File: config.mk
export PLATFORM = sky130hd
export DESIGN_NAME = bitonic_sorter
export DESIGN_NICKNAME = d
export VERILOG_FILES = /design/src/verilog/knn_cfg_pkg.sv /design/src/verilog/knn_point_pkg.sv /design/src/verilog/bitonic_sorter.sv
export SDC_FILE = /design/constraint.sdc
export NUM_CORES = 2
export LEC_CHECK = 0
export ABC_AREA = 1
export BUFFER_PORTS_ARGS = -buffer_cell sky130_fd_sc_hd__buf_2
export CORE_ASPECT_RATIO = 2
export CORE_MARGIN = 10
export CORE_UTILIZATION = 45
export DETAILED_ROUTE_END_ITERATION = 6
export SYNTH_ARGS = -nofsm -noshare
export SYNTH_HDL_FRONTEND = slang
export SYNTH_SLANG_ARGS = --single-unit
File: constraint.sdc
create_clock -name clk -period 2.5 [get_ports clk]
set_input_delay 0.25 -clock clk [delete_from_list [all_inputs] [get_ports clk]]
set_output_delay 0.25 -clock clk [all_outputs]
set_load 0.02 [all_outputs]
File: src/verilog/knn_cfg_pkg.sv
package knn_cfg_pkg;

  //////////////////////////////////////////////////////////////////////
  // sorting network shape
  //////////////////////////////////////////////////////////////////////

  localparam int num_lanes = 8;  // points per beat.
  localparam int num_best  = 4;  // neighbours kept per query.

  // lane number sits in the low bits of an index.
  localparam int lane_w = $clog2(num_lanes);

  // register stages from sorter input to sorter output.
  localparam int sort_depth = 6;

  //////////////////////////////////////////////////////////////////////
  // point index
  //////////////////////////////////////////////////////////////////////

  localparam int idx_w  = 15;              // up to 32768 points per query.
  localparam int beat_w = idx_w - lane_w;  // beat number above the lane.

  typedef logic [idx_w-1:0] idx_t;

endpackage

File: src/verilog/knn_point_pkg.sv
package knn_point_pkg;

  //////////////////////////////////////////////////////////////////////
  // point format
  //////////////////////////////////////////////////////////////////////

  // unsigned coordinates, same format for x and y.
  localparam int coord_w = 12;

  typedef logic [coord_w-1:0] coord_t;

  //////////////////////////////////////////////////////////////////////
  // squared euclidean distance
  //////////////////////////////////////////////////////////////////////

  // one squared difference needs 2*coord_w bits.
  // the sum of the x and y terms needs one more.
  localparam int dist_w = 2 * coord_w + 1;

  typedef logic [dist_w-1:0] dist_t;

endpackage

File: src/verilog/bitonic_sorter.sv
`timescale 1ns/1ps

module bitonic_sorter
  import knn_cfg_pkg::*;
  import knn_point_pkg::*;
(
  input  logic  clk,
  input  logic  rst_n,
  input  logic  valid_in,
  input  logic  query_first_in,
  input  logic  query_last_in,
  input  dist_t data_in [num_lanes],
  input  idx_t  idx_in [num_lanes],
  output logic  valid_out,
  output logic  query_first_out,
  output logic  query_last_out,
  output dist_t data_out [num_best],
  output idx_t  idx_out [num_best]
);

  logic [sort_depth-1:0] first_sr;
  logic [sort_depth-1:0] last_sr;

  logic  s0_valid;
  dist_t s0_dist [num_lanes];
  idx_t  s0_idx [num_lanes];
  logic  s1_valid;
  dist_t s1_dist [num_lanes];
  idx_t  s1_idx [num_lanes];
  logic  s2_valid;
  dist_t s2_dist [num_lanes];
  idx_t  s2_idx [num_lanes];
  logic  s3_valid;
  dist_t s3_dist [num_best];
  idx_t  s3_idx [num_best];
  logic  s4_valid;
  dist_t s4_dist [num_best];
  idx_t  s4_idx [num_best];
  logic  s5_valid;
  dist_t s5_dist [num_best];
  idx_t  s5_idx [num_best];

  // pair needs exchanging for the wanted direction.
  function automatic logic exch(dist_t lo, dist_t hi, logic up);
    return up ? (hi < lo) : (lo < hi);
  endfunction

  always_ff @(posedge clk or negedge rst_n) begin
    if (!rst_n) begin
      first_sr <= '0;
      last_sr  <= '0;
    end else begin
      first_sr <= {first_sr[sort_depth-2:0], query_first_in};
      last_sr  <= {last_sr[sort_depth-2:0], query_last_in};
    end
  end

  //////////////////////////////////////////////////////////////////////
  // stages 0..2, two sorted groups of four
  //////////////////////////////////////////////////////////////////////

  always_ff @(posedge clk or negedge rst_n) begin
    if (!rst_n) begin
      s0_valid <= 1'b0;
      for (int k = 0; k < num_lanes; k++) begin
        s0_dist[k] <= '0;
        s0_idx[k]  <= '0;
      end
    end else begin
      s0_valid <= valid_in;
      if (valid_in) begin
        for (int k = 0; k < num_lanes; k++) begin
          if (exch(data_in[k & ~1], data_in[k | 1], (k & 2) == 0)) begin  // alternate pairs.
            s0_dist[k] <= data_in[k ^ 1];
            s0_idx[k]  <= idx_in[k ^ 1];
          end else begin
            s0_dist[k] <= data_in[k];
            s0_idx[k]  <= idx_in[k];
          end
        end
      end
    end
  end

  always_ff @(posedge clk or negedge rst_n) begin
    if (!rst_n) begin
      s1_valid <= 1'b0;
      for (int k = 0; k < num_lanes; k++) begin
        s1_dist[k] <= '0;
        s1_idx[k]  <= '0;
      end
    end else begin
      s1_valid <= s0_valid;
      if (s0_valid) begin
        for (int k = 0; k < num_lanes; k++) begin
          if (exch(s0_dist[k & ~2], s0_dist[k | 2], (k & 4) == 0)) begin
            s1_dist[k] <= s0_dist[k ^ 2];
            s1_idx[k]  <= s0_idx[k ^ 2];
          end else begin
            s1_dist[k] <= s0_dist[k];
            s1_idx[k]  <= s0_idx[k];
          end
        end
      end
    end
  end

  // low group ends ascending, high group descending.
  always_ff @(posedge clk or negedge rst_n) begin
    if (!rst_n) begin
      s2_valid <= 1'b0;
      for (int k = 0; k < num_lanes; k++) begin
        s2_dist[k] <= '0;
        s2_idx[k]  <= '0;
      end
    end else begin
      s2_valid <= s1_valid;
      if (s1_valid) begin
        for (int k = 0; k < num_lanes; k++) begin
          if (exch(s1_dist[k & ~1], s1_dist[k | 1], (k & 4) == 0)) begin
            s2_dist[k] <= s1_dist[k ^ 1];
            s2_idx[k]  <= s1_idx[k ^ 1];
          end else begin
            s2_dist[k] <= s1_dist[k];
            s2_idx[k]  <= s1_idx[k];
          end
        end
      end
    end
  end

  //////////////////////////////////////////////////////////////////////
  // stage 3, keep the lower half
  //////////////////////////////////////////////////////////////////////

  always_ff @(posedge clk or negedge rst_n) begin
    if (!rst_n) begin
      s3_valid <= 1'b0;
      for (int k = 0; k < num_best; k++) begin
        s3_dist[k] <= '0;
        s3_idx[k]  <= '0;
      end
    end else begin
      s3_valid <= s2_valid;
      if (s2_valid) begin
        for (int k = 0; k < num_best; k++) begin
          if (s2_dist[k + num_best] < s2_dist[k]) begin
            s3_dist[k] <= s2_dist[k + num_best];
            s3_idx[k]  <= s2_idx[k + num_best];
          end else begin
            s3_dist[k] <= s2_dist[k];
            s3_idx[k]  <= s2_idx[k];
          end
        end
      end
    end
  end

  //////////////////////////////////////////////////////////////////////
  // stages 4..5, bitonic clean-up of four
  //////////////////////////////////////////////////////////////////////

  always_ff @(posedge clk or negedge rst_n) begin
    if (!rst_n) begin
      s4_valid <= 1'b0;
      for (int k = 0; k < num_best; k++) begin
        s4_dist[k] <= '0;
        s4_idx[k]  <= '0;
      end
    end else begin
      s4_valid <= s3_valid;
      if (s3_valid) begin
        for (int k = 0; k < num_best; k++) begin
          if (exch(s3_dist[k & ~2], s3_dist[k | 2], 1'b1)) begin
            s4_dist[k] <= s3_dist[k ^ 2];
            s4_idx[k]  <= s3_idx[k ^ 2];
          end else begin
            s4_dist[k] <= s3_dist[k];
            s4_idx[k]  <= s3_idx[k];
          end
        end
      end
    end
  end

  always_ff @(posedge clk or negedge rst_n) begin
    if (!rst_n) begin
      s5_valid <= 1'b0;
      for (int k = 0; k < num_best; k++) begin
        s5_dist[k] <= '0;
        s5_idx[k]  <= '0;
      end
    end else begin
      s5_valid <= s4_valid;
      if (s4_valid) begin
        for (int k = 0; k < num_best; k++) begin
          if (exch(s4_dist[k & ~1], s4_dist[k | 1], 1'b1)) begin
            s5_dist[k] <= s4_dist[k ^ 1];
            s5_idx[k]  <= s4_idx[k ^ 1];
          end else begin
            s5_dist[k] <= s4_dist[k];
            s5_idx[k]  <= s4_idx[k];
          end
        end
      end
    end
  end

  assign valid_out       = s5_valid;
  assign query_first_out = first_sr[sort_depth-1];
  assign query_last_out  = last_sr[sort_depth-1];
  assign data_out        = s5_dist;
  assign idx_out         = s5_idx;

endmodule

==> flow_summary_export.csv <==
group,metric,value,unit
timing,relSlewSlack,0.419,
power,max-vdd-ir-drop,0.850,mV
floorplan,coreArea,0.196,mm2
place,gp_congestion,1.08,
clocking,root_buffer,"clkbuf_16",
detailed_routing,wirelength,375,mm
timing,drv_slew,0,
yosys,synth_edf_count,0,
clocking,cts_max_level,4,
floorplan,io_pins,488,
global_routing,grt_usage,0.324,
run_status,violations,"DRC, setup timing",
global_routing,grt_max_degree,140,
layout,post-route-util,0.567,
hold_path,hp-class,"primary input to flop",
timing,fin_crit,2.78,ns
clocking,cts_buffers,149,
timing,setup-violations-final,94,
critical_path,startpoint_type,"flop",
critical_path,crit_path_max_fanout,5,
yosys,synth-main-ff-cell,"dfrtp_1",
yosys,syn_nets,13600,
clocking,clock_path_buffers,4,
yosys,async_flop_share,1.00,
critical_path,crit_type,"flop to flop",
yosys,synth-seq-cells,1458,
global_routing,grt_first_pass_wirelength,539,mm
timing,worst_pin_slew,0.869,ns
critical_path,max_stage_delay,0.68,ns
yosys,synth_top_area_frac,0.412,
layout,area_delta_synth_final,25.5,%
yosys,netlist_top_cells_area,"dfrtp_1 41%, nand2_1 21%, nand3_1 17%, inv_1 7.6%, ha_1 6.8%",
floorplan,die_h,647,um
power,p_leak,63.1,nW
critical_path,cp.arrival,3.48,ns
yosys,yosysSeqAreaShare,0.412,
yosys,synth_common_cells,"4942 x nand2_1, 2940 x nand3_1, 1801 x inv_1",
layout,layout-drive-gt1-share,0.132,
yosys,synth_top_area_cell,"dfrtp_1",
detailed_routing,route.detailed.drc,2,
yosys,yosys_warnings,0,
detailed_routing,vias_per_cell,5.39,
yosys,synth_area,0.0885,mm2
critical_path,path_cells,"inv_2 -> buf_12 -> ha_4 -> nand4_1 -> nor2_1 -> buf_4 -> nand2_8 -> nand2_8 -> clkbuf_16 -> nand2_4 -> nand3_2 -> nand2_1",
global_routing,antenna_found_initial,9,
timing,whs,0.0662,ns
yosys,synth.distinct_cells,26,
place,dp_hpwl,277,mm
critical_path,path_common_cell,"nand2_8",
timing,fin_crit_sh,1.11,
floorplan,rows,230,
place,io_buffer_count,487,
detailed_routing,drt_pass1_iterations,7,
detailed_routing,ant_nets,0,
timing,rsz0062_at_grt,"true",
run_status,status,"finished with violations",
layout,layout.nets,14800,
detailed_routing,routedWlPerCell,22.6,um
timing,fin_skew,0.0500,ns
critical_path,cpMaxStageDelayCell,"nand4_1",
critical_path,required,3.20,ns
clocking,clk_latency,0.85,ns
yosys,syn_inst,12800,
flow_run,drv_cap,0,
clocking,cts_tree,"yes",
clocking,clk_pin_slew_worst_paths,0.06,ns
timing,timing.final.ws_setup,-0.284,ns
power,powerDensity,1340,mW/mm2
detailed_routing,num_vias,89700,
floorplan,die_w,334,um
timing,hold_viol,0,
timing,timing.fmax,0.359,GHz
yosys,synth_area_per_cell,6.90,um2
floorplan,start_util,0.451,
detailed_routing,drtIter0Drc,7627,
critical_path,worstSetupEndpointType,"flop",
clocking,clock_sinks,1458,
global_routing,grt_pass1_vias,85900,
global_routing,overflow,0,
floorplan,die-area,0.216,mm2
yosys,yosysMostFrequentCell,"nand2_1",
place,dp_slack,-0.381,ns
-- through the flow --
step           TNS (ns)  cells  instance area [um2]  power (W)
2_1_floorplan         0  12800                88500     0.0816
3_3_place_gp     -28.53  15800                97900      0.113
3_5_place_dp     -28.79  15800                97900      0.114
4_1_cts         -0.0106  16500               108000      0.140
5_1_grt          -18.05  16600               111000      0.158
6_report         -12.22  16600               111000      0.149
-- critical path, delay by kind of cell (launching register included) --
kind / cells / cell delay (ns)
buf+inv: 4 / 0.58
fa+ha+maj: 1 / 0.28
simple gates: 7 / 1.39
flops: 1 / 0.36
-- sequential cells by signal (all words and copies together), names as in the netlist --
register	cells
data_out	100
first_sr	6
idx_out	60
last_sr	6
s0_dist	200
s0_idx	120
s0_valid	1
s1_dist	200
s1_idx	120
s1_valid	1
s2_dist	200
s2_idx	120
s2_valid	1
s3_dist	100
s3_idx	60
s3_valid	1
s4_dist	100
s4_idx	60
s4_valid	1
valid_out	1
-- cell families (layout without fill, tap and decap cells) --
| family | count (synthesis) | in the layout | synth area share |
|---|---|---|---|
| AO/OA/AOI/OAI | 205 | 205 | 0.0136 |
| adder cells (fa/ha/maj) | 480 | 480 | 0.0679 |
| buffers and inverters | 2564 | 3809 | 0.117 |
| flip-flops | 1458 | 1458 | 0.412 |
| other | 0 | 9 | 0 |
| AND/OR/NAND/NOR | 8120 | 8120 | 0.389 |
-- area by class of cell --
| class | count | area [um2] |
|---|---|---|
| antenna | 9 | 22.5 |
| sequential | 1458 | 36500 |
| inverter | 1814 | 6860 |
| clock buffer | 203 | 4220 |
| clock inverter | 53 | 638 |
| tap | 2552 | 3190 |
| fill | 18700 | 84900 |
| timing repair buffer | 1739 | 16500 |
| multi-input combinational | 8805 | 43100 |
-- repair_timing --
item                                   4_1_cts  5_1_grt
endpoints found under the hold margin      928        0
setup endpoints to repair                  288      876
resized for setup                           93      332
cloned                                       6       48
hold buffers                               463        0
pin swaps                                   11       91
buffers inserted                            17       65
-- layer usage --
metal	GRT usage	up-vias	part of all wire
li1	-	42400	-
met1	0.359	42700	0.36
met2	0.556	3501	0.49
met3	0.0467	1183	0.054
met4	0.252	6	0.10
met5	0	-	0.000069
-- worst paths after layout --
path / end / cells past startpoint / slack [ns] / start
setup reg to reg: s3_dist[7]$_DFFE_PN0P_ / 12 / -0.28 / s2_dist[112]$_DFFE_PN0P_
min in group asynchronous: data_out[89]$_DFFE_PN0P_ / 3 / 0.25 / rst_n
max in group asynchronous: s0_dist[51]$_DFFE_PN0P_ / 3 / 1.48 / rst_n
setup / recovery: s3_dist[7]$_DFFE_PN0P_ / 12 / -0.28 / s2_dist[112]$_DFFE_PN0P_
hold reg to reg: first_sr[2]$_DFF_PN0_ / 0 / 0.35 / first_sr[1]$_DFF_PN0_
hold / removal: last_sr[0]$_DFF_PN0_ / 2 / 0.07 / query_last_in
-- layout by cell type (no fill, tap or decap), types with 23 or more instances in the layout --
cell	count
inv_2	43
buf_2	485
buf_4	523
inv_1	1760
nor2_1	117
a21o_1	49
buf_6	27
nand2_2	30
clkbuf_1	30
buf_12	189
nand3_4	23
nand3_1	2825
nand3_2	100
dfrtp_1	1437
a21oi_1	133
nor2_2	39
nand2_1	4908
clkbuf_16	195
clkinv_2	24
dlygate4sd3_1	438
ha_1	462
nand4_1	33
-- power breakdown --
part           internal [W]  total, W  switching [W]
clock network        0.0132    0.0231        0.00997
logic                0.0322    0.0853         0.0531
registers            0.0324    0.0403        0.00787
Power figures use the tool's default switching activity.
